**src/verilog/core_pkg.sv**
```systemverilog
`default_nettype none

package core_pkg;

  localparam int ADDR_W = 32;
  localparam int INSTR_W = 32;
  localparam int DATA_W = 64;
  // line as the core sees it, in 64-bit words
  localparam int LINE_WORDS = 4;

  typedef struct packed {
    logic [ADDR_W-1:0] pc;
    logic [INSTR_W-1:0] instr;
  } fetch_out_t;

  typedef struct packed {
    logic taken;
    logic [ADDR_W-1:0] target;
  } redirect_t;

  typedef struct packed {
    logic store;
    logic [ADDR_W-1:0] addr;
    logic [DATA_W-1:0] wdata;
  } data_req_t;

  typedef struct packed {
    logic [ADDR_W-1:0] addr;
  } lookup_req_t;

  // words[0] holds the lowest address of the line
  typedef struct packed {
    logic [LINE_WORDS-1:0][DATA_W-1:0] words;
  } lookup_resp_t;

endpackage

`default_nettype wire

```
**src/verilog/mem_pkg.sv**
```systemverilog
`default_nettype none

package mem_pkg;

  localparam int BUS_DATA_W = 64;
  localparam int BUS_TAG_W = 13;
  localparam int LINE_BYTES = 32;
  localparam int LINE_W = LINE_BYTES * 8;
  localparam int BEATS_PER_LINE = LINE_W / BUS_DATA_W;
  localparam int BEAT_W = $clog2(BEATS_PER_LINE);
  localparam int CACHE_LINES = 8;
  localparam int INDEX_W = $clog2(CACHE_LINES);
  localparam int OFFSET_W = $clog2(LINE_BYTES);
  localparam int LINE_ADDR_W = core_pkg::ADDR_W - OFFSET_W;
  localparam int TAG_W = core_pkg::ADDR_W - INDEX_W - OFFSET_W;

  // top bit selects read, bits 11:8 select the memory device
  localparam logic [BUS_TAG_W-1:0] TAG_READ = 13'h1100;
  localparam logic [BUS_TAG_W-1:0] TAG_WRITE = 13'h0100;

  typedef logic [LINE_W-1:0] line_t;

  typedef struct packed {
    logic [LINE_ADDR_W-1:0] addr;
    logic write;
    line_t data;
  } line_req_t;

  typedef struct packed {
    logic valid;
    logic [LINE_ADDR_W-1:0] addr;
    line_t data;
  } line_update_t;

endpackage

`default_nettype wire

```
**src/verilog/line_arbiter.sv**
```systemverilog
`default_nettype none
`timescale 1ns/100ps

module line_arbiter (
  input logic clk,
  input logic reset,
  input logic wr_req,
  input mem_pkg::line_req_t wr_job,
  output logic wr_ack,
  input logic dfill_req,
  input mem_pkg::line_req_t dfill_job,
  output logic dfill_ack,
  input logic ifill_req,
  input mem_pkg::line_req_t ifill_job,
  output logic ifill_ack,
  output mem_pkg::line_t fill_line,
  output logic mem_req,
  output mem_pkg::line_req_t mem_job,
  input logic mem_ack,
  input mem_pkg::line_t mem_line,
  output mem_pkg::line_update_t update
);

  typedef enum logic [1:0] {IDLE, BUSY, DONE} state_t;
  typedef enum logic [1:0] {G_WR, G_DFILL, G_IFILL} grant_t;

  state_t state;
  grant_t grant;
  logic granted_req;
  logic upd_valid;
  mem_pkg::line_t line_r;

  // granted client's payload stays stable until its req drops
  always_comb begin
    case (grant)
      G_WR: begin
        mem_job = wr_job;
        granted_req = wr_req;
      end
      G_DFILL: begin
        mem_job = dfill_job;
        granted_req = dfill_req;
      end
      default: begin
        mem_job = ifill_job;
        granted_req = ifill_req;
      end
    endcase
  end

  assign mem_req = (state == BUSY);
  assign wr_ack = (state == DONE) && (grant == G_WR);
  assign dfill_ack = (state == DONE) && (grant == G_DFILL);
  assign ifill_ack = (state == DONE) && (grant == G_IFILL);
  assign fill_line = line_r;
  assign update.valid = upd_valid;
  assign update.addr = mem_job.addr;
  assign update.data = mem_job.data;

  always_ff @(posedge clk) begin
    if (reset) begin
      state <= IDLE;
      grant <= G_WR;
      upd_valid <= 1'b0;
    end else begin
      upd_valid <= 1'b0;
      case (state)
        IDLE: begin
          if (!mem_ack) begin
            if (wr_req) begin
              grant <= G_WR;
              state <= BUSY;
            end else if (dfill_req) begin
              grant <= G_DFILL;
              state <= BUSY;
            end else if (ifill_req) begin
              grant <= G_IFILL;
              state <= BUSY;
            end
          end
        end
        BUSY: begin
          if (mem_ack) begin
            upd_valid <= mem_job.write;
            state <= DONE;
          end
        end
        DONE: begin
          if (!granted_req) begin
            state <= IDLE;
          end
        end
        default: state <= IDLE;
      endcase
    end
  end

  always_ff @(posedge clk) begin
    if (state == BUSY && mem_ack) begin
      line_r <= mem_line;
    end
  end

endmodule

`default_nettype wire

```
**config.mk**
```make
export PLATFORM = sky130hd
export DESIGN_NAME = line_arbiter
export DESIGN_NICKNAME = d
export VERILOG_FILES = /design/src/verilog/core_pkg.sv /design/src/verilog/mem_pkg.sv /design/src/verilog/line_arbiter.sv
export SDC_FILE = /design/constraint.sdc
export NUM_CORES = 1
export LEC_CHECK = 0
export ABC_CLOCK_PERIOD_IN_PS = 9400
export BUFFER_PORTS_ARGS = -buffer_cell sky130_fd_sc_hd__buf_4
export CAP_MARGIN = 10
export CORE_AREA = 2 2 755 757
export DETAILED_ROUTE_END_ITERATION = 8
export DIE_AREA = 0 0 757 759
export GPL_TIMING_DRIVEN = 0
export SYNTH_ARGS = -nofsm -noshare
export SYNTH_HDL_FRONTEND = slang
export SYNTH_SLANG_ARGS = --single-unit
```
**constraint.sdc**
```tcl
create_clock -name clk -period 9.4 [get_ports clk]
set_clock_uncertainty 0.05 [all_clocks]
set_input_delay 1.88 -clock clk [delete_from_list [all_inputs] [get_ports clk]]
set_output_delay 1.88 -clock clk [all_outputs]
set_load 0.02 [all_outputs]
```
==> results.ini <==
[setup_path]
start_kind=flip-flop
cp.arrival_ps=4510
worstSetupPathType=reg -> out
cp_max_fo=12
required_ps=7470
end_kind=output pin

[route]
route.detailed.wl_per_inst_um=44.13
ant_nets=0
dr.pass1.iters=5
drt_iter0_drc=1523
drc=0
vias=23320
routed_wirelength_um=495400
via_per_inst=2.077

[place]
dp_cells=11040
gp_congestion=0.9467
place_ws_ps=3441
dpl-instance-area_sq_mm=0.04053
dpl.hpwl_um=469200
io_buffers=1941

[layout]
syn2layout_area_growth_pct=165.3
nets=4670
multi_input_area_sq_mm=0.005517
drive_gt1_frac=0.6697
num-fill-cells=66730
design_area_sq_mm=0.04207
final_common_cell=buf_4
ff_latch_area_sq_mm=0.007787
layout_common_cells=2272 x buf_4, 285 x nand2_1, 283 x mux2i_1, 256 x edfxtp_1, 239 x o21ai_0
stdcell_count=11230

[outcome]
status=finished, violations left
violations=max-capacitance violations, max-slew violations

[run]
maxCapViolations=1

[global_routing]
antenna_found_initial=422
grt_pass1_vias=22470
met3_usage=0.1125
grtUsageMet2=0.2550
grt_max_degree=104
grtUsageTotal=0.1652
met1_usage=0.1800
grt_pass1_wl_um=542200
grt.busiest_layer=met2
gr-total-overflow=0

[timing]
min_period_ps=6436
fmax_mhz=155.4
drv_slew=3
hold_viol_final=0
setup_viol=0
setup_ws_ps=2964
slew_headroom=-0.09555
period_share=0.6847
tns_ps=0
worstMarginPinSlew_ps=1626
rsz0062_at_grt=no

[synth]
ys_types=21
synth_edf_count=256
post_synth_instance_area_sq_mm=0.01586
yosys.area.top_type=edfxtp_1
ys.flop_type=edfxtp_1
ys_ff_latch=261
synth_fp_nets=2629
async_flop_share=0
postSynthAreaPerCell_sq_um=10.47
ys_top_cells_by_area=edfxtp_1 48%, mux2i_1 18%, buf_4 15%
yosys_warnings=0
netlist.area_leader.share=0.4848
synth_seq_area_share=0.4911
netlist_instances=1515

[power_and_ir_drop]
p_seq_frac=0.236
combPwrFrac=0.479
clkPwrFrac=0.285
ir_drop_mv=0.1092
power.internal_mw=3.047
p_leak_nw=15.55
switching_share=0.4625
power.switching_mw=2.622
power_density_mw_per_mm2=134.7
total_power_mw=5.669

[clocking]
cts.clk_slew.worst_paths_ps=50
cts_root_buffer=clkbuf_16
postCtsSetupRepairBufs=0
clkSinkCount=261
cts_made_buffers=40
hold_buffers=0
clock_path_buffers=3
tritoncts=built
htree_num_levels=2
worst_skew_pair.late_latency_ps=650
cts_resized=0

[worst_hold_path]
hp-class=reg -> reg

[floorplanning]
fp.dieH_um=759
core_sq_mm=0.5670
ios=1942
fp.dieW_um=757
die_area_sq_mm=0.5746
num_rows=277
start_util=0.02797

==> layout make-up <==
class                           count  area share
Clock buffer                       46     0.02433
Clock inverter                     25    0.005472
Antenna cell                      108    0.006424
Timing Repair Buffer             1999      0.3613
Sequential cell                   261      0.1851
Multi-Input combinational cell    872      0.1311
Inverter                            2   0.0003569
Tap cell                         7533      0.2240
Buffer                            380     0.06189
==> through the flow <==
step / hold slack (ps) / utilization
final: 476.1 / 0.07420
after global routing: 514.4 / 0.07396
after CTS: 471.5 / 0.07369
after detailed placement: 454.3 / 0.07147
after global placement: 437.8 / 0.07029
after floorplan: 406.4 / -
==> final timing paths <==
kind,start,endpoint,slack (ps),depth (start not counted)
worst max-delay path,grant[0],update[91],2960,7
worst min-delay path,state[1],state[0],480,1
worst max register to register,state[1],fill_line[19],6590,6
worst min register to register,state[1],state[0],480,1
==> cells in the mapped netlist (2+ instances only) <==
| cell | n |
|---|---|
| nor3_1 | 2 |
| inv_1 | 2 |
| nand2_1 | 285 |
| clkbuf_1 | 62 |
| edfxtp_1 | 256 |
| o21ai_0 | 286 |
| mux2i_1 | 285 |
| a21oi_1 | 2 |
| dfxtp_1 | 5 |
| buf_4 | 308 |
| buf_2 | 10 |
| nor3b_1 | 3 |
==> power by group through the flow <==
| stage | clock, mW | sequential (mW) | combinational, mW |
|---|---|---|---|
| after global placement | 0 | 1.38 | 2.79 |
| after CTS | 1.70 | 1.34 | 2.84 |
| after global routing | 1.72 | 1.34 | 2.86 |
| after floorplan | 0 | 1.40 | 0.681 |
| after detailed placement | 0 | 1.36 | 2.83 |
| final | 1.62 | 1.34 | 2.72 |
==> logic make-up after synthesis <==
| family | count (synthesis) | share of synthesized area |
|---|---|---|
| simple gates | 297 | 0.07306 |
| flops | 261 | 0.4911 |
| buf+inv | 382 | 0.1641 |
| mux | 285 | 0.1799 |
| compound gates | 290 | 0.09184 |
==> flip-flops by register name, indices dropped and copies added, names as in the netlist <==
register	count
fill_line	256
grant	2
state	2
upd_valid	1
==> critical path, stage by stage (launching register included) <==
cell and delay (ps):
dfxtp_1 290, buf_2 520, buf_2 720, buf_4 390
mux2i_1 150, o21ai_0 1250, buf_4 270, buf_4 180
==> routing by layer <==
layer / part of all wire / vias up / routed length, um
li1: - / 9347 / -
met1: 0.37 / 11030 / 182600
met2: 0.43 / 2076 / 213000
met3: 0.16 / 701 / 78480
met4: 0.041 / 164 / 20260
met5: 0.0022 / - / 1089
Note: power is estimated with default switching activity, not from simulation.
