**src/verilog/core_pkg.sv**
```systemverilog
`default_nettype none

package core_pkg;

  localparam int ADDR_W = 32;
  localparam int INSTR_W = 32;
  localparam int DATA_W = 64;
  // line as the core sees it, in 64-bit words
  localparam int LINE_WORDS = 4;

  typedef struct packed {
    logic [ADDR_W-1:0] pc;
    logic [INSTR_W-1:0] instr;
  } fetch_out_t;

  typedef struct packed {
    logic taken;
    logic [ADDR_W-1:0] target;
  } redirect_t;

  typedef struct packed {
    logic store;
    logic [ADDR_W-1:0] addr;
    logic [DATA_W-1:0] wdata;
  } data_req_t;

  typedef struct packed {
    logic [ADDR_W-1:0] addr;
  } lookup_req_t;

  // words[0] holds the lowest address of the line
  typedef struct packed {
    logic [LINE_WORDS-1:0][DATA_W-1:0] words;
  } lookup_resp_t;

endpackage

`default_nettype wire

```
**src/verilog/mem_pkg.sv**
```systemverilog
`default_nettype none

package mem_pkg;

  localparam int BUS_DATA_W = 64;
  localparam int BUS_TAG_W = 13;
  localparam int LINE_BYTES = 32;
  localparam int LINE_W = LINE_BYTES * 8;
  localparam int BEATS_PER_LINE = LINE_W / BUS_DATA_W;
  localparam int BEAT_W = $clog2(BEATS_PER_LINE);
  localparam int CACHE_LINES = 8;
  localparam int INDEX_W = $clog2(CACHE_LINES);
  localparam int OFFSET_W = $clog2(LINE_BYTES);
  localparam int LINE_ADDR_W = core_pkg::ADDR_W - OFFSET_W;
  localparam int TAG_W = core_pkg::ADDR_W - INDEX_W - OFFSET_W;

  // top bit selects read, bits 11:8 select the memory device
  localparam logic [BUS_TAG_W-1:0] TAG_READ = 13'h1100;
  localparam logic [BUS_TAG_W-1:0] TAG_WRITE = 13'h0100;

  typedef logic [LINE_W-1:0] line_t;

  typedef struct packed {
    logic [LINE_ADDR_W-1:0] addr;
    logic write;
    line_t data;
  } line_req_t;

  typedef struct packed {
    logic valid;
    logic [LINE_ADDR_W-1:0] addr;
    line_t data;
  } line_update_t;

endpackage

`default_nettype wire

```
**src/verilog/bus_controller.sv**
```systemverilog
`default_nettype none
`timescale 1ns/100ps

module bus_controller (
  input logic clk,
  input logic reset,
  input logic mem_req,
  input mem_pkg::line_req_t mem_job,
  output logic mem_ack,
  output mem_pkg::line_t mem_line,
  output logic bus_reqcyc,
  output logic bus_respack,
  output logic [mem_pkg::BUS_DATA_W-1:0] bus_req,
  output logic [mem_pkg::BUS_TAG_W-1:0] bus_reqtag,
  input logic bus_respcyc,
  input logic bus_reqack,
  input logic [mem_pkg::BUS_DATA_W-1:0] bus_resp,
  input logic [mem_pkg::BUS_TAG_W-1:0] bus_resptag
);

  typedef enum logic [2:0] {IDLE, ADDR, WDATA, RDATA, ACK} state_t;

  state_t state;
  logic [mem_pkg::BEAT_W-1:0] beat;
  logic [mem_pkg::BEATS_PER_LINE-1:0][mem_pkg::BUS_DATA_W-1:0] rd_beats;
  logic [mem_pkg::BEATS_PER_LINE-1:0][mem_pkg::BUS_DATA_W-1:0] wr_beats;
  logic last;
  logic resp_hit;

  assign wr_beats = mem_job.data;
  assign last = (beat == mem_pkg::BEATS_PER_LINE - 1);
  // responses for other tags belong to someone else
  assign resp_hit = bus_respcyc && (bus_resptag == mem_pkg::TAG_READ);

  assign bus_reqcyc = (state == ADDR) || (state == WDATA);
  assign bus_respack = (state == RDATA) && resp_hit;
  assign bus_reqtag = mem_job.write ? mem_pkg::TAG_WRITE : mem_pkg::TAG_READ;
  assign mem_ack = (state == ACK);
  assign mem_line = rd_beats;

  always_comb begin
    bus_req = '0;
    if (state == WDATA) begin
      bus_req = wr_beats[beat];
    end else begin
      bus_req[core_pkg::ADDR_W-1:0] = {mem_job.addr, {mem_pkg::OFFSET_W{1'b0}}};
    end
  end

  always_ff @(posedge clk) begin
    if (reset) begin
      state <= IDLE;
      beat <= '0;
    end else begin
      case (state)
        IDLE: begin
          if (mem_req) begin
            state <= ADDR;
          end
        end
        ADDR: begin
          if (bus_reqack) begin
            beat <= '0;
            state <= mem_job.write ? WDATA : RDATA;
          end
        end
        WDATA: begin
          // low word of the line goes out first
          if (bus_reqack) begin
            beat <= beat + 1'b1;
            if (last) begin
              state <= ACK;
            end
          end
        end
        RDATA: begin
          if (resp_hit) begin
            beat <= beat + 1'b1;
            if (last) begin
              state <= ACK;
            end
          end
        end
        ACK: begin
          if (!mem_req) begin
            state <= IDLE;
          end
        end
        default: state <= IDLE;
      endcase
    end
  end

  always_ff @(posedge clk) begin
    if (state == RDATA && resp_hit) begin
      rd_beats[beat] <= bus_resp;
    end
  end

endmodule

`default_nettype wire

```
**config.mk**
```make
export PLATFORM = sky130hd
export DESIGN_NAME = bus_controller
export DESIGN_NICKNAME = d
export VERILOG_FILES = /design/src/verilog/core_pkg.sv /design/src/verilog/mem_pkg.sv /design/src/verilog/bus_controller.sv
export SDC_FILE = /design/constraint.sdc
export NUM_CORES = 1
export LEC_CHECK = 0
export BUFFER_PORTS_ARGS = -buffer_cell sky130_fd_sc_hd__buf_4
export CAP_MARGIN = 25
export CORE_AREA = 2 2 277 279
export DETAILED_ROUTE_END_ITERATION = 8
export DIE_AREA = 0 0 279 281
export PLACE_DENSITY = 0.42
export SYNTH_ARGS = -nofsm -noshare
export SYNTH_HDL_FRONTEND = slang
export SYNTH_SLANG_ARGS = --single-unit
```
**constraint.sdc**
```tcl
create_clock -name clk -period 8.1 [get_ports clk]
set_clock_uncertainty 0.15 [all_clocks]
set_input_delay 0 -clock clk [delete_from_list [all_inputs] [get_ports clk]]
set_output_delay 0 -clock clk [all_outputs]
set_load 0.02 [all_outputs]
```
==> reports/results.txt <==
status -> completed
initial antenna violation count -> 45
Post-Synthesis Cells -> 475
Worst Setup EP -> bus_req[24]
CP max stage cell -> dfxtp_4
vias in the first global route -> 8430
Setup Viol. Count Final -> 0
number of nets in the layout -> 1614
vias post-DR -> 7948
largest net degree at the start of global routing -> 54
global-route wire length before repair -> 68700 um
minimum clock period -> 3311 ps
DRT Pass-1 Iters -> 4
Synth top area share -> 74.41%
critical path endpoint category -> output port
commonest non-fill, non-tap cell in the layout -> buf_4
Crit Path Class -> reg2out
most frequent cells in the layout -> 697 x buf_4, 256 x edfxtp_1, 69 x dlygate4sd3_1, 64 x mux4_2, 38 x nor2b_1
clk buf depth -> 3
Synth Area per Inst -> 21.75 um2
DRC Markers -> 0
io pins -> 702
Lkg Pwr -> 7.081 nW
top post-synthesis cells by area -> edfxtp_1 74%, mux4_2 14%, mux2_2 2.9%
critical path, cell by cell -> buf_4 > mux4_2 > mux2_2 > buf_4
Buf/Inv on CP -> 2
Worst Path Required -> 7950 ps
Final Wtd Congestion -> 0.8338
endpoints failing hold -> 0
Synth Cell Area -> 10330 um2
Final Util -> 24.15%
crit-path most repeated cell -> buf_4
Worst-Margin Slew -> 894.4 ps
dominant cell type by area after synthesis -> edfxtp_1
per-cell routed wire length -> 23.25 um
worst reg2reg path depth -> 5
Clock Latency Late Sink -> 540 ps
reg2reg start -> beat[0]
Worst Path Max Fanout -> 35
Layout area overhead -> 76.37%
first-iteration detailed-routing DRC count -> 368
Yosys warning count -> 0
crit-path leading delay family -> multiplexers
chip width -> 279 um
worst reg-to-reg setup slack -> 5260 ps
share of layout cells above drive strength 1 -> 66.25%
Rows -> 101
crit path DAT -> 3160 ps
Hold Crit Class -> in2reg
root buffer cell -> clkbuf_16
RSZ-0062 raised after global routing -> no
post-cts hold buffer count -> 69
maximum VDD drop -> 0.0001035 V
GR Util All Layers -> 12.63%
Initial Util -> 13.69%
clock sinks -> 261
Max Cap Viol -> 0
sequential element share of the synthesized area -> 75.38%
max-slew violations -> 0
die height -> 281 um
relative slew slack -> 40.38%
Die Area -> 78400 um2
cell depth of the worst setup path -> 4
Crit. Startpoint -> beat[0]
final wirelength -> 52680 um
Post-CTS Setup Inserts -> 0
Yosys reg bits -> 261
f_max -> 302.0 MHz
PostCTS Resize Cnt -> 0
Final TNS setup -> 0 ps
Num CTS Buffers -> 27
power density over the cells -> 181.0 nW/um2
Synth cell types -> 34
Critical R2R Capture -> mem_line[233]
post-route design area -> 18220 um2
fin crit share -> 40.88%
slowest cell delay on critical path -> 770 ps
core area -> 75440 um2
clock transition at the registers of the reported paths -> 60 ps
Pwr Total -> 3.298 mW
Min Hold Slack -> 51.29 ps
placed cell area -> 16640 um2
CTS tree -> built
CP startpoint kind -> register
Vias per Instance -> 3.508
dpl hpwl -> 44010 um
GRT overflow -> 0
H-Tree Level Count -> 1
IO Port Bufs -> 689
Routed Antenna Nets -> 0
stage by stage:
stage,cells,worst slack (ps)
floorplan,485,2300
CTS,2243,4689
global placement,2124,5129
detailed placement,2124,5111
global route,2260,4553
finish,2266,4789
registers in the layout (all words and copies together), names as in the netlist:
register,count
beat,2
state,3
mem_line,256
worst min path at each step:
stage / startpoint / endpoint / slack (ps) / cells past startpoint
floorplan: mem_job[256] / bus_reqtag[12] / -70 / 1
global placement: bus_resp[58] / mem_line[250] / 50 / 1
detailed placement: bus_resp[41] / mem_line[41] / 60 / 1
CTS: bus_resp[9] / mem_line[201] / 10 / 2
global route: bus_resp[51] / mem_line[115] / 40 / 2
finish: bus_resp[19] / mem_line[211] / 50 / 2
power by group:
group / switching, mW / leakage [nW] / internal (mW) / total (mW)
Sequential: 0.0225 / 2.34 / 1.49 / 1.51
Clock: 0.518 / 0.405 / 0.651 / 1.17
Combinational: 0.281 / 4.33 / 0.339 / 0.621
routing by layer:
metal | global-route usage [%] | part of all wire [%]
met4 | 7.348 | 5.5
met5 | 0 | 0.13
met3 | 3.999 | 8.3
met1 | 12.05 | 32
met2 | 23.72 | 54
kinds of logic after synthesis:
group | count (synthesis) | share of synthesized area (%)
AO/OA/AOI/OAI | 6 | 0.4725
XOR/XNOR | 1 | 0.08479
adder cells (fa/ha/maj) | 4 | 0.4845
buffers and inverters | 40 | 2.216
flip-flops | 261 | 75.38
multiplexers | 95 | 17.33
other | 2 | 0.07269
AND/OR/NAND/NOR | 66 | 3.960
synthesized netlist by cell type (all sizes together):
library cell and number:
nor3 2, mux2 28, nand4 1, xnor2 1
nor2 5, o21bai 1, buf 27, nand2b 5
a221o 1, ha 4, nor4b 1, and2 4
edfxtp 256, nand2 4, a211oi 1, dfxtp 5
nor2b 39, mux4 64, a211o 1, nor4 2
a2111oi 1, o22ai 1, nor3b 1, nand3b 1
inv 4, mux2i 3, clkbuf 9, nor4bb 1
conb 2
area by class of cell:
type	count	area [um2]
Fill cell	7967	57220
Inverter	4	15.01
Multi-Input combinational cell	184	2372
Tap cell	978	1224
Clock buffer	32	694.4
Sequential cell	261	7795
Clock inverter	18	140.1
Timing Repair Buffer	766	5923
Antenna cell	23	57.56
No activity file was read; power rests on OpenSTA's default activity.
