**config.mk**
```make
export PLATFORM = sky130hd
export DESIGN_NAME = load_store_unit
export DESIGN_NICKNAME = d
export VERILOG_FILES = /design/src/verilog/core_pkg.sv /design/src/verilog/mem_pkg.sv /design/src/verilog/load_store_unit.sv
export SDC_FILE = /design/constraint.sdc
export NUM_CORES = 1
export LEC_CHECK = 0
export ABC_AREA = 1
export BUFFER_PORTS_ARGS = -buffer_cell sky130_fd_sc_hd__buf_2
export CORE_AREA = 2 2 285 287
export CTS_CLUSTER_SIZE = 40
export DETAILED_ROUTE_END_ITERATION = 6
export DIE_AREA = 0 0 287 289
export PLACE_DENSITY_LB_ADDON = 0.1
export SYNTH_ARGS = -nofsm -noshare
export SYNTH_HDL_FRONTEND = slang
export SYNTH_SLANG_ARGS = --single-unit
```
**constraint.sdc**
```tcl
create_clock -name clk -period 7.7 [get_ports clk]
set_input_delay 0.385 -clock clk [delete_from_list [all_inputs] [get_ports clk]]
set_output_delay 0.385 -clock clk [all_outputs]
set_load 0.01 [all_outputs]
```
**src/verilog/core_pkg.sv**
```systemverilog
`default_nettype none

package core_pkg;

  localparam int ADDR_W = 32;
  localparam int INSTR_W = 32;
  localparam int DATA_W = 64;
  // line as the core sees it, in 64-bit words
  localparam int LINE_WORDS = 4;

  typedef struct packed {
    logic [ADDR_W-1:0] pc;
    logic [INSTR_W-1:0] instr;
  } fetch_out_t;

  typedef struct packed {
    logic taken;
    logic [ADDR_W-1:0] target;
  } redirect_t;

  typedef struct packed {
    logic store;
    logic [ADDR_W-1:0] addr;
    logic [DATA_W-1:0] wdata;
  } data_req_t;

  typedef struct packed {
    logic [ADDR_W-1:0] addr;
  } lookup_req_t;

  // words[0] holds the lowest address of the line
  typedef struct packed {
    logic [LINE_WORDS-1:0][DATA_W-1:0] words;
  } lookup_resp_t;

endpackage

`default_nettype wire

```
**src/verilog/mem_pkg.sv**
```systemverilog
`default_nettype none

package mem_pkg;

  localparam int BUS_DATA_W = 64;
  localparam int BUS_TAG_W = 13;
  localparam int LINE_BYTES = 32;
  localparam int LINE_W = LINE_BYTES * 8;
  localparam int BEATS_PER_LINE = LINE_W / BUS_DATA_W;
  localparam int BEAT_W = $clog2(BEATS_PER_LINE);
  localparam int CACHE_LINES = 8;
  localparam int INDEX_W = $clog2(CACHE_LINES);
  localparam int OFFSET_W = $clog2(LINE_BYTES);
  localparam int LINE_ADDR_W = core_pkg::ADDR_W - OFFSET_W;
  localparam int TAG_W = core_pkg::ADDR_W - INDEX_W - OFFSET_W;

  // top bit selects read, bits 11:8 select the memory device
  localparam logic [BUS_TAG_W-1:0] TAG_READ = 13'h1100;
  localparam logic [BUS_TAG_W-1:0] TAG_WRITE = 13'h0100;

  typedef logic [LINE_W-1:0] line_t;

  typedef struct packed {
    logic [LINE_ADDR_W-1:0] addr;
    logic write;
    line_t data;
  } line_req_t;

  typedef struct packed {
    logic valid;
    logic [LINE_ADDR_W-1:0] addr;
    line_t data;
  } line_update_t;

endpackage

`default_nettype wire

```
**src/verilog/load_store_unit.sv**
```systemverilog
`default_nettype none
`timescale 1ns/100ps

module load_store_unit (
  input logic clk,
  input logic reset,
  input logic data_req,
  input core_pkg::data_req_t data_in,
  output logic data_ack,
  output logic [core_pkg::DATA_W-1:0] load_data,
  output logic lookup_req,
  output core_pkg::lookup_req_t lookup_addr,
  input logic lookup_ack,
  input core_pkg::lookup_resp_t lookup_line,
  output logic wr_req,
  output mem_pkg::line_req_t wr_line,
  input logic wr_ack
);

  typedef enum logic [1:0] {IDLE, LOOKUP, WRITE, ACK} state_t;

  state_t state;
  logic [mem_pkg::OFFSET_W-4:0] word_sel;
  core_pkg::lookup_resp_t merged;
  mem_pkg::line_t wr_data;
  logic [core_pkg::DATA_W-1:0] result;

  assign word_sel = data_in.addr[mem_pkg::OFFSET_W-1:3];

  // store word dropped into the line read from the dcache
  always_comb begin
    merged = lookup_line;
    merged.words[word_sel] = data_in.wdata;
  end

  assign lookup_req = (state == LOOKUP);
  assign lookup_addr.addr = data_in.addr;
  assign wr_req = (state == WRITE);
  assign wr_line.addr = data_in.addr[core_pkg::ADDR_W-1:mem_pkg::OFFSET_W];
  assign wr_line.write = 1'b1;
  assign wr_line.data = wr_data;
  assign data_ack = (state == ACK);
  assign load_data = result;

  always_ff @(posedge clk) begin
    if (reset) begin
      state <= IDLE;
    end else begin
      case (state)
        IDLE: begin
          if (data_req && !lookup_ack && !wr_ack) begin
            state <= LOOKUP;
          end
        end
        LOOKUP: begin
          if (lookup_ack) begin
            state <= data_in.store ? WRITE : ACK;
          end
        end
        WRITE: begin
          // write finished, dcache already has the update
          if (wr_ack) begin
            state <= ACK;
          end
        end
        ACK: begin
          if (!data_req) begin
            state <= IDLE;
          end
        end
        default: state <= IDLE;
      endcase
    end
  end

  always_ff @(posedge clk) begin
    if (state == LOOKUP && lookup_ack) begin
      wr_data <= merged;
      result <= data_in.store ? '0 : lookup_line.words[word_sel];
    end
  end

endmodule

`default_nettype wire

```
==> results.py <==
metrics = {
    "sta": {
        "timing.hold.ws_ps": 77.86,
        "slew_headroom_pct": 29.14,
        "finalCritPeriodShare_pct": 41.39,
        "worstMarginPinSlew_ps": 1063,
        "fin_setup_tns_ps": 0,
        "finClkSkew_ps": 15.14,
        "rsz0062_at_grt": "false",
        "period_needed_ps": 3187,
        "slew_viol_final": 0,
        "setup_viol": 0,
        "finalHoldViolCount": 0,
        "max_freq_ghz": 0.3138,
    },
    "global_route": {
        "grt_start_max_net_pins": 156,
        "grt_pass1_wl_um": 101000,
        "grt-ovfl-total": 0,
        "grt_pass1_vias": 13700,
        "grt_usage_pct": 16.81,
        "antenna_found_initial": 25,
    },
    "detailed_routing": {
        "drt_iter0_markers": 935,
        "drc": 0,
        "avgRoutedWirePerCell_um": 22.85,
        "wirelength_um": 73300,
        "antenna_left": 0,
        "via_count": 13670,
        "viasPerCell": 4.260,
        "dr.pass1.iters": 5,
    },
    "clocking": {
        "numCtsBuffers": 44,
        "cts_buffer_depth": 3,
        "htree_levels": 2,
        "clk_latency_ps": 560,
        "clk_pin_slew_worst_paths_ps": 50,
        "post_cts_buffers": 0,
        "post_cts_resized": 0,
        "clock_sinks": 322,
        "ctsHoldBuffers": 0,
        "clockRootBuffer": "clkbuf_16",
        "cts_tree": "done",
    },
    "setup_path": {
        "path_class": "input port to register",
        "critPathTopFamily": "buffers and inverters",
        "slowest_stage": "buf_4",
        "r2r_end": "wr_data[217]$_DFFE_PP_",
        "crit_chain": "buf_4, inv_6, buf_4, nand2_4, buf_4, nand2_1, o21ai_0",
        "cp_common_cell": "buf_4",
        "regToRegStartpoint": "state[1]$_SDFFE_PP0P_",
        "r2r_slack_ps": 4850,
        "path_max_fanout": 74,
        "cp_slowest_stage_delay_ps": 770,
        "endpoint": "wr_data[67]$_DFFE_PP_",
        "crit_cells": 7,
        "end_kind": "register",
        "critPathLaunchType": "input port",
        "cp.required_ps": 7970,
        "worstSetupStartpoint": "data_in[68]",
        "crit_buf_inv": 4,
        "arrival_ps": 3460,
        "ff2ff_path_depth": 5,
    },
    "power": {
        "p_seq_share_pct": 43.9,
        "leakage_nw": 8.795,
        "switching_share_pct": 30.34,
        "power.density_nw_per_um2": 258.6,
        "p_int_mw": 3.687,
        "ir_drop_mv": 0.2382,
        "p_clk_share_pct": 37.0,
        "p_switching_mw": 1.606,
        "power_frac_comb_pct": 19.1,
    },
    "die": {
        "start_util_pct": 19.26,
        "placementRows": 104,
        "core-area_um2": 79900,
        "die_area_um2": 82940,
        "io_pins": 741,
        "die_w_um": 287,
        "chipHeight_um": 289,
    },
    "cells_and_area": {
        "final_common_cell": "buf_2",
        "nets": 2460,
        "drive_gt1_share_pct": 34.24,
        "finalNonFillerCells": 3208,
        "layout_common_cells": "buf_2 (649), nand2_1 (522), edfxtp_1 (320), o21ai_0 (256), nand3_1 (130)",
        "fin_area_um2": 20460,
        "final_util_pct": 25.61,
        "area_delta_synth_final_pct": 33.00,
    },
    "synthesis": {
        "yosys_warnings": 0,
        "synth_top_area_share_pct": 62.45,
        "yosys.area.top_type": "edfxtp_1",
        "synthTopCellsByArea": "edfxtp_1 (62%), nand2_1 (13%), o21ai_0 (8.3%)",
        "syn_nets": 1922,
        "syn_area_um2": 15390,
        "yosysSeqAreaShare_pct": 62.71,
        "ys_seq_elements": 322,
        "syn_avg_cell_area_um2": 9.870,
        "ys_types": 18,
        "synth_cells": 1559,
    },
    "outcome": {
        "outcome": "complete, no violations",
    },
    "placement": {
        "dp.cells": 3111,
        "post-dp-hpwl_um": 52130,
        "portBuffers": 652,
        "globalplace.congestion": 0.8132,
        "placed_area_um2": 19090,
    },
    "run": {
        "cap_violations": 0,
    },
    "min_path": {
        "worstHoldPathType": "input port to register",
    },
}
[kinds of logic after synthesis]
| kind of cell | Yosys count | share of synthesized area [%] |
|---|---|---|
| AO/OA/AOI/OAI | 322 | 10.99 |
| buffers and inverters | 246 | 8.611 |
| other | 1 | 0.02437 |
| AND/OR/NAND/NOR | 663 | 17.25 |
| flip-flops | 322 | 62.71 |
| adder cells (fa/ha/maj) | 5 | 0.4066 |
[layer usage]
layer	track usage [%]	up-vias	wire length (um)
li1	-	6430	-
met1	19.48	6532	28180
met2	29.57	551	37900
met3	3.504	143	4456
met4	8.034	10	2696
met5	0	-	72
[Yosys cell counts, drive strengths merged]
library cell	number
nand2	526
edfxtp	320
a21oi	2
a31oi	64
inv	74
buf	156
nor2	6
dfxtp	2
nand3b	1
nand3	130
ha	5
clkbuf	16
conb	1
o21ai	256
[flip-flops by register name (all words and copies together) (netlist names)]
name,count
wr_data,256
load_data,64
state,2
[power by group through the flow]
stage | Sequential, mW | Clock [mW] | Combinational, mW
floorplan | 2.56 | 0 | 0.397
global placement | 2.36 | 0 | 1.04
detailed placement | 2.36 | 0 | 1.04
CTS | 2.33 | 2.04 | 1.04
global route | 2.35 | 2.09 | 1.11
finish | 2.32 | 1.96 | 1.01
[stage by stage]
stage	setup slack [ps]	power, mW
global route	4229	5.547
CTS	4387	5.402
global placement	3810	3.402
finish	4513	5.293
detailed placement	3760	3.396
floorplan	107.1	2.961
[how the worst min path moves through the flow]
stage	startpoint	endpoint	slack, ps	cells past startpoint
after floorplan	state[1]$_SDFFE_PP0P_	state[1]$_SDFFE_PP0P_	520	2
final	reset	state[0]$_SDFFE_PP0P_	80	4
after detailed placement	state[1]$_SDFFE_PP0P_	state[1]$_SDFFE_PP0P_	560	2
after CTS	reset	state[1]$_SDFFE_PP0P_	30	4
after global placement	state[1]$_SDFFE_PP0P_	state[1]$_SDFFE_PP0P_	560	2
after global routing	reset	state[1]$_SDFFE_PP0P_	60	4
[tightest hold or removal path, delay by kind of cell]
| family | cells | cell delay [ps] |
|---|---|---|
| buffers and inverters | 2 | 110 |
| AND/OR/NAND/NOR | 2 | 90 |
[layout make-up]
class / instances / area, um2
fill: 8797 / 59430
multi-input combinational: 991 / 4443
clock buffer: 54 / 1160
timing repair buffer: 664 / 3377
clock inverter: 24 / 166.4
tap: 1060 / 1326
sequential: 322 / 9649
inverter: 74 / 295.3
antenna: 19 / 47.55
Note: power is estimated with default switching activity, not from simulation.
