### config.mk
export PLATFORM = sky130hd
export DESIGN_NAME = fetch_unit
export DESIGN_NICKNAME = d
export VERILOG_FILES = /design/src/verilog/core_pkg.sv /design/src/verilog/mem_pkg.sv /design/src/verilog/fetch_unit.sv
export SDC_FILE = /design/constraint.sdc
export NUM_CORES = 1
export LEC_CHECK = 0
export ABC_AREA = 1
export BUFFER_PORTS_ARGS = -buffer_cell sky130_fd_sc_hd__buf_2
export CAP_MARGIN = 20
export CORE_AREA = 2 2 163 165
export CTS_BUF_LIST = sky130_fd_sc_hd__clkbuf_2
export DETAILED_ROUTE_END_ITERATION = 12
export DIE_AREA = 0 0 165 167
export SYNTH_ARGS = -nofsm -noshare
export SYNTH_HDL_FRONTEND = slang
export SYNTH_SLANG_ARGS = --single-unit
### constraint.sdc
create_clock -name clk -period 2 [get_ports clk]
set_input_delay 0.1 -clock clk [delete_from_list [all_inputs] [get_ports clk]]
set_output_delay 0.1 -clock clk [all_outputs]
set_load 0.02 [all_outputs]
### src/verilog/core_pkg.sv
`default_nettype none

package core_pkg;

  localparam int ADDR_W = 32;
  localparam int INSTR_W = 32;
  localparam int DATA_W = 64;
  // line as the core sees it, in 64-bit words
  localparam int LINE_WORDS = 4;

  typedef struct packed {
    logic [ADDR_W-1:0] pc;
    logic [INSTR_W-1:0] instr;
  } fetch_out_t;

  typedef struct packed {
    logic taken;
    logic [ADDR_W-1:0] target;
  } redirect_t;

  typedef struct packed {
    logic store;
    logic [ADDR_W-1:0] addr;
    logic [DATA_W-1:0] wdata;
  } data_req_t;

  typedef struct packed {
    logic [ADDR_W-1:0] addr;
  } lookup_req_t;

  // words[0] holds the lowest address of the line
  typedef struct packed {
    logic [LINE_WORDS-1:0][DATA_W-1:0] words;
  } lookup_resp_t;

endpackage

`default_nettype wire

### src/verilog/mem_pkg.sv
`default_nettype none

package mem_pkg;

  localparam int BUS_DATA_W = 64;
  localparam int BUS_TAG_W = 13;
  localparam int LINE_BYTES = 32;
  localparam int LINE_W = LINE_BYTES * 8;
  localparam int BEATS_PER_LINE = LINE_W / BUS_DATA_W;
  localparam int BEAT_W = $clog2(BEATS_PER_LINE);
  localparam int CACHE_LINES = 8;
  localparam int INDEX_W = $clog2(CACHE_LINES);
  localparam int OFFSET_W = $clog2(LINE_BYTES);
  localparam int LINE_ADDR_W = core_pkg::ADDR_W - OFFSET_W;
  localparam int TAG_W = core_pkg::ADDR_W - INDEX_W - OFFSET_W;

  // top bit selects read, bits 11:8 select the memory device
  localparam logic [BUS_TAG_W-1:0] TAG_READ = 13'h1100;
  localparam logic [BUS_TAG_W-1:0] TAG_WRITE = 13'h0100;

  typedef logic [LINE_W-1:0] line_t;

  typedef struct packed {
    logic [LINE_ADDR_W-1:0] addr;
    logic write;
    line_t data;
  } line_req_t;

  typedef struct packed {
    logic valid;
    logic [LINE_ADDR_W-1:0] addr;
    line_t data;
  } line_update_t;

endpackage

`default_nettype wire

### src/verilog/fetch_unit.sv
`default_nettype none
`timescale 1ns/100ps

module fetch_unit (
  input logic clk,
  input logic reset,
  input logic [core_pkg::ADDR_W-1:0] entry,
  output logic fetch_req,
  output core_pkg::fetch_out_t fetch_out,
  input logic fetch_ack,
  input core_pkg::redirect_t redirect,
  output logic lookup_req,
  output core_pkg::lookup_req_t lookup_addr,
  input logic lookup_ack,
  input core_pkg::lookup_resp_t lookup_line
);

  typedef enum logic [1:0] {IDLE, LOOKUP, PRESENT} state_t;

  state_t state;
  logic [core_pkg::ADDR_W-1:0] pc;
  logic [core_pkg::INSTR_W-1:0] instr;
  logic [core_pkg::DATA_W-1:0] word;

  assign word = lookup_line.words[pc[mem_pkg::OFFSET_W-1:3]];

  assign lookup_req = (state == LOOKUP);
  assign lookup_addr.addr = pc;
  assign fetch_req = (state == PRESENT);
  assign fetch_out.pc = pc;
  assign fetch_out.instr = instr;

  always_ff @(posedge clk) begin
    if (reset) begin
      state <= IDLE;
      pc <= entry;
    end else begin
      case (state)
        IDLE: begin
          // both handshakes of the last fetch have to be back to low
          if (!fetch_ack && !lookup_ack) begin
            state <= LOOKUP;
          end
        end
        LOOKUP: begin
          if (lookup_ack) begin
            state <= PRESENT;
          end
        end
        PRESENT: begin
          if (fetch_ack) begin
            state <= IDLE;
            pc <= redirect.taken ? redirect.target : pc + 32'd4;
          end
        end
        default: state <= IDLE;
      endcase
    end
  end

  // pc bit 2 picks the half of the 64-bit word
  always_ff @(posedge clk) begin
    if (state == LOOKUP && lookup_ack) begin
      instr <= word[pc[2]*core_pkg::INSTR_W +: core_pkg::INSTR_W];
    end
  end

endmodule

`default_nettype wire

==> results of run 1 <==
power groups by stage:
stage | combinational [uW] | clock (uW) | sequential (uW)
6_report | 2060 | 987 | 1730
5_1_grt | 2260 | 1080 | 1750
4_1_cts | 2010 | 1030 | 1740
3_5_place_dp | 1630 | 0 | 1770
3_3_place_gp | 1620 | 0 | 1760
2_1_floorplan | 904 | 0 | 1820
worst max-delay path, stage by stage, from the launching register on:
cell and delay [ns]:
edfxtp_1 0.42, buf_4 0.17, clkinv_2 0.10, buf_12 0.19, buf_4 0.19, o21ai_0 0.20
o21ai_0 0.13, nand2_1 0.10, nand2_1 0.10
sequential cells by signal, summed over array words and instances (netlist names):
| signal | count |
|---|---|
| state | 2 |
| instr | 32 |
| lookup_addr | 32 |
cell usage in the layout (no fill, tap or decap):
| cell | count |
|---|---|
| a21oi_1 | 2 |
| and2_1 | 2 |
| buf_12 | 6 |
| buf_2 | 422 |
| buf_4 | 17 |
| buf_6 | 1 |
| bufinv_16 | 2 |
| clkbuf_16 | 1 |
| clkbuf_2 | 10 |
| clkinv_1 | 3 |
| clkinv_2 | 2 |
| clkinv_4 | 1 |
| dfxtp_1 | 2 |
| diode_2 | 6 |
| dlygate4sd3_1 | 232 |
| edfxtp_1 | 64 |
| ha_1 | 1 |
| inv_1 | 41 |
| inv_2 | 1 |
| nand2_1 | 245 |
| nand2_2 | 4 |
| nand3_1 | 73 |
| nor2_1 | 228 |
| nor2_2 | 6 |
| nor2_4 | 3 |
| nor4_1 | 1 |
| o211ai_1 | 3 |
| o21ai_0 | 167 |
| o21ai_1 | 27 |
| o21bai_1 | 12 |
| xnor2_1 | 1 |
| xor2_1 | 4 |
routing by layer:
metal  up-vias  share of wire  track usage  wire length (um)
li1       4374              -            -                 -
met1      4015           0.40        0.249             12100
met2       414           0.49        0.363             14800
met3        98          0.072       0.0488              2190
met4         6          0.041       0.0957              1260
met5         -         0.0013            0                41
repair_timing:
item                       CTS  global route
hold buffers               232             0
hold endpoints to repair    66             0
resized for setup            0             1
buffers inserted             0             3
setup endpoints to repair    0             7
final cells by class:
class,instances,area share
Timing Repair Buffer,679,0.436
Antenna cell,6,0.00139
Multi-Input combinational cell,779,0.315
Clock buffer,10,0.00463
Tap cell,335,0.0387
Clock inverter,6,0.00752
Sequential cell,66,0.181
Inverter,44,0.0154
through the flow:
stage          utilization  setup slack, ns  total power (uW)
2_1_floorplan            -            0.159              2730
6_report             0.420            0.163              4770
5_1_grt              0.420           0.0697              5080
3_5_place_dp         0.323           0.0737              3390
3_3_place_gp         0.323            0.125              3380
4_1_cts              0.418           0.0356              4770
how the worst max path moves through the flow:
stage	start	to	slack, ns
after floorplan	state[0]	instr[0]	0.16
after global placement	lookup_addr[3]	instr[25]	0.13
after detailed placement	lookup_addr[3]	lookup_addr[20]	0.07
after CTS	lookup_addr[4]	lookup_addr[4]	0.04
after global routing	lookup_addr[3]	lookup_addr[3]	0.07
final	lookup_addr[3]	instr[25]	0.16
cell families after synthesis:
family	synth area share
AOI/OAI and AO/OA	0.181
DFF	0.324
xor gates and xnor gates	0.00723
buffers and inverters	0.114
adders and majority gates	0.00207
and+or+nand+nor	0.372
==> impl_metrics.yaml, run 1 <==
outcome:
  outcome: "finished, final reports clean"
floorplanning:
  core_um2: 25800
  dieWidth_um: 165
  start_util: 0.235
  row_count: 59
  pin_count: 423
  dieArea_um2: 27600
  die_y_um: 167
timing:
  fin_crit_ns: 1.84
  hold_viol: 0
  finalMaxSlewViolations: 0
  fin_crit_sh: 0.918
  worst_pin_slew_ns: 0.700
  fin_tns_setup_ns: 0
  rsz0062_at_grt: "no"
  whs_ns: 0.0501
  setup_viol: 0
  max_freq_ghz: 0.544
  maxSlewHeadroom: 0.533
  final.setup_skew_ns: 0.0485
route:
  drcViolationCount: 0
  wl_per_cell_um: 15.8
  ant_nets: 0
  viasPerCell: 4.63
  drt_iter0_drc: 630
  vias: 8907
  first_pass_iters: 7
  wl_mm: 30.4
logic_synthesis:
  synth_top_area_frac: 0.317
  ys_async_sr_fraction: 0
  synthMostInstantiatedCell: "nand2_1"
  synthCells: 983
  mappedNetlistArea_um2: 6050
  synth_top_flop_cell: "edfxtp_1"
  synth.avg_cell_area_um2: 6.16
  synthTopCellsByCount: "nand2_1, nor2_1, o21ai_0"
  synthTopCellsByArea: "edfxtp_1, nand2_1, nor2_1, o21ai_0, nand3_1"
  syn-num-nets: 1309
  synth-edff-count: 64
  synth_cell_type_count: 26
  ys_warn_count: 0
  synth.ff_latch_count: 66
  yosysSeqAreaShare: 0.324
  synth.largest_area_cell: "edfxtp_1"
cells_and_area:
  register_area_um2: 1960
  n_fill_cell: 2625
  nNetsFinal: 1905
  syn2layout_area_growth_pct: 78.7
  multi_input_area_um2: 3410
  drive_above_1_share: 0.301
  final_cell_count_no_fill: 1925
  fin_area_um2: 10800
placed_design:
  io_buffers: 422
  place_area_um2: 8310
  dpl.cell_count: 1667
  detailed_place_hpwl_mm: 21.5
  gp_congestion: 0.930
power_and_ir_drop:
  powerDensity_nw_per_um2: 441
  power.leakage_uw: 0.00516
  p_int_uw: 3020
  combPwrFrac: 0.431
  power_switching_uw: 1760
  ir_drop_mv: 0.170
  p_clk_frac: 0.207
  seqPwrFrac: 0.363
  switching_share: 0.368
global_routing:
  grt_pass1_wl_mm: 45.5
  grt_antenna_before_repair: 9
  grt_overflow: 0
  grt_max_degree: 86
  grt_pass1_vias: 8915
  grt_usage: 0.212
clocking:
  clk_latency_ns: 0.59
  htree_levels: 3
  cts_sinks: 66
  root_buffer: "clkbuf_2"
  clk_pin_slew_ns: 0.22
  cts_tree: "yes"
  numCtsBuffers: 9
  cts.path.max_buffers: 2
hold_path:
  min_delay_path_depth: 5
  hold_end: "instr[26]"
  hold_class: "primary input to flop"
  hp-start: "lookup_line[250]"
worst_setup_path:
  arrival_ns: 2.18
  start_kind: "flop"
  end_kind: "flop"
  timing.rr.end: "instr[25]"
  crit_fanout: 47
  worst-r2r-cell-count: 8
  critical_path_class: "flop to flop"
  worstReg2RegStart: "lookup_addr[3]"
  cp.required_ns: 2.34
  r2r_setup_slack_ns: 0.16
run:
  maxCapViolations: 0
(Power assumes the default switching activity.)
==> run 2: changes to the inputs <==
Settings changed: RECOVER_POWER from default to 50.
==> run 2 against run 1 <==
Clock power fell by 0.4%; die area did not move; sequential power barely moved; critical path type unchanged; largest power group unchanged.
==> impl_metrics.yaml, run 2 (synthesis results as in run 1) <==
timing:
  worst_pin_slew_ns: 0.911
  setup_viol: 0
  final.setup_skew_ns: 0.0394
  fin_crit_sh: 0.914
  whs_ns: 0.0493
  fin_ws_ns: 0.173
  maxSlewHeadroom: 0.393
  fin_tns_setup_ns: 0
  rsz0062_at_grt: "no"
  hold_viol: 0
  finalMaxSlewViolations: 0
  fin_crit_ns: 1.83
  max_freq_ghz: 0.547
clocking:
  cts_sinks: 66
  cts_tree: "yes"
  numCtsBuffers: 9
  clk_pin_slew_ns: 0.22
  cts.path.max_buffers: 2
  htree_levels: 3
  root_buffer: "clkbuf_2"
  clk_latency_ns: 0.55
route:
  vias: 8927
  ant_nets: 0
  drcViolationCount: 0
  wl_mm: 30.5
  drt_iter0_drc: 628
  wl_per_cell_um: 15.8
  first_pass_iters: 6
  viasPerCell: 4.64
cells_and_area:
  mostFrequentLayoutCells: "buf_2, nand2_1, dlygate4sd3_1"
  final_common_cell: "buf_2"
  register_area_um2: 1960
  syn2layout_area_growth_pct: 77.3
  n_fill_cell: 2649
  multi_input_area_um2: 3410
  drive_above_1_share: 0.265
  nNetsFinal: 1905
worst_setup_path:
  slowest_delay_ns: 0.42
  cp.required_ns: 2.34
  end_kind: "flop"
  arrival_ns: 2.17
  slowest_stage: "edfxtp_1"
  worst-r2r-cell-count: 8
  crit_fanout: 47
  crit_chain: "buf_4, clkinv_2, buf_12, buf_4, o21ai_0, o21ai_0, nand2_1, nand2_1"
  critical_path_class: "flop to flop"
  start_kind: "flop"
power_and_ir_drop:
  ir_drop_mv: 0.170
  power.leakage_uw: 0.00500
  powerDensity_nw_per_um2: 443
floorplanning:
  die_y_um: 167
  core_um2: 25800
  start_util: 0.235
  row_count: 59
  dieArea_um2: 27600
  pin_count: 423
  dieWidth_um: 165
hold_path:
  min_delay_path_depth: 5
  hold_class: "primary input to flop"
global_routing:
  grt_pass1_wl_mm: 45.5
  grt_pass1_vias: 8915
  grt_usage: 0.212
  grt_overflow: 0
  grt_max_degree: 86
  grt_antenna_before_repair: 9
placed_design:
  post-place-ws_ns: 0.0737
  io_buffers: 422
  gp_congestion: 0.930
  detailed_place_hpwl_mm: 21.5
outcome:
  outcome: "finished, final reports clean"
run:
  maxCapViolations: 0
-- run 2: changes by cell type in the layout (fill, tap and decap cells not counted) --
cell,before,now
buf_2,422,366
clkbuf_2,10,12
buf_4,17,16
clkbuf_1,0,56
buf_12,6,5
-- run 2: metrics by stage --
stage               std cells  power [uW]  cell area [um2]  utilization
finish                   1925        4750            10700        0.416
global route             1925        5060            10700        0.416
floorplan                 983        2730             6050            -
global placement         1667        3380             8310        0.323
CTS                      1915        4770            10800        0.418
detailed placement       1667        3390             8310        0.323
-- run 2: path summary, 6_finish.rpt --
kind	startpoint	to	slack, ns
setup / recovery	lookup_addr[3]	instr[25]	0.17
hold reg to reg	state[0]	state[1]	0.58
hold / removal	lookup_line[250]	instr[26]	0.05
setup reg to reg	lookup_addr[3]	instr[25]	0.17
-- run 2: metal layers --
metal / vias to the layer above / track usage / share of wire
met5: - / 0 / 0.0013
met4: 6 / 0.0957 / 0.044
met3: 104 / 0.0488 / 0.073
met2: 425 / 0.363 / 0.49
met1: 4019 / 0.249 / 0.40
li1: 4373 / - / -
-- run 2: area by class of cell --
type / count / area share
diodes: 6 / 0.00140
well taps: 335 / 0.0391
repair buffers: 679 / 0.432
flip-flops and latches: 66 / 0.183
clock inverters: 6 / 0.00758
clock buffers: 10 / 0.00466
multi-input cells: 779 / 0.317
inverters: 44 / 0.0155
-- run 2: repair_timing --
item,in CTS,in global routing
endpoints found under the hold margin,66,0
setup endpoints to repair,0,7
buffers inserted,0,3
gates resized for setup,0,1
hold buffers,232,0
-- run 2: worst max-delay path, delay by kind of cell (launching register included) --
kind | cells | cell delay, ns
AO/OA/AOI/OAI | 2 | 0.33
flip-flops | 1 | 0.42
buffers and inverters | 4 | 0.65
AND/OR/NAND/NOR | 2 | 0.19
-- run 2: report_power, final --
group	internal, uW	switching [uW]	total, uW	leakage, uW
Clock	411	572	983	0.0000810
Sequential	1640	96.8	1730	0.000627
Combinational	952	1080	2040	0.00429
Total	3000	1750	4750	0.00500
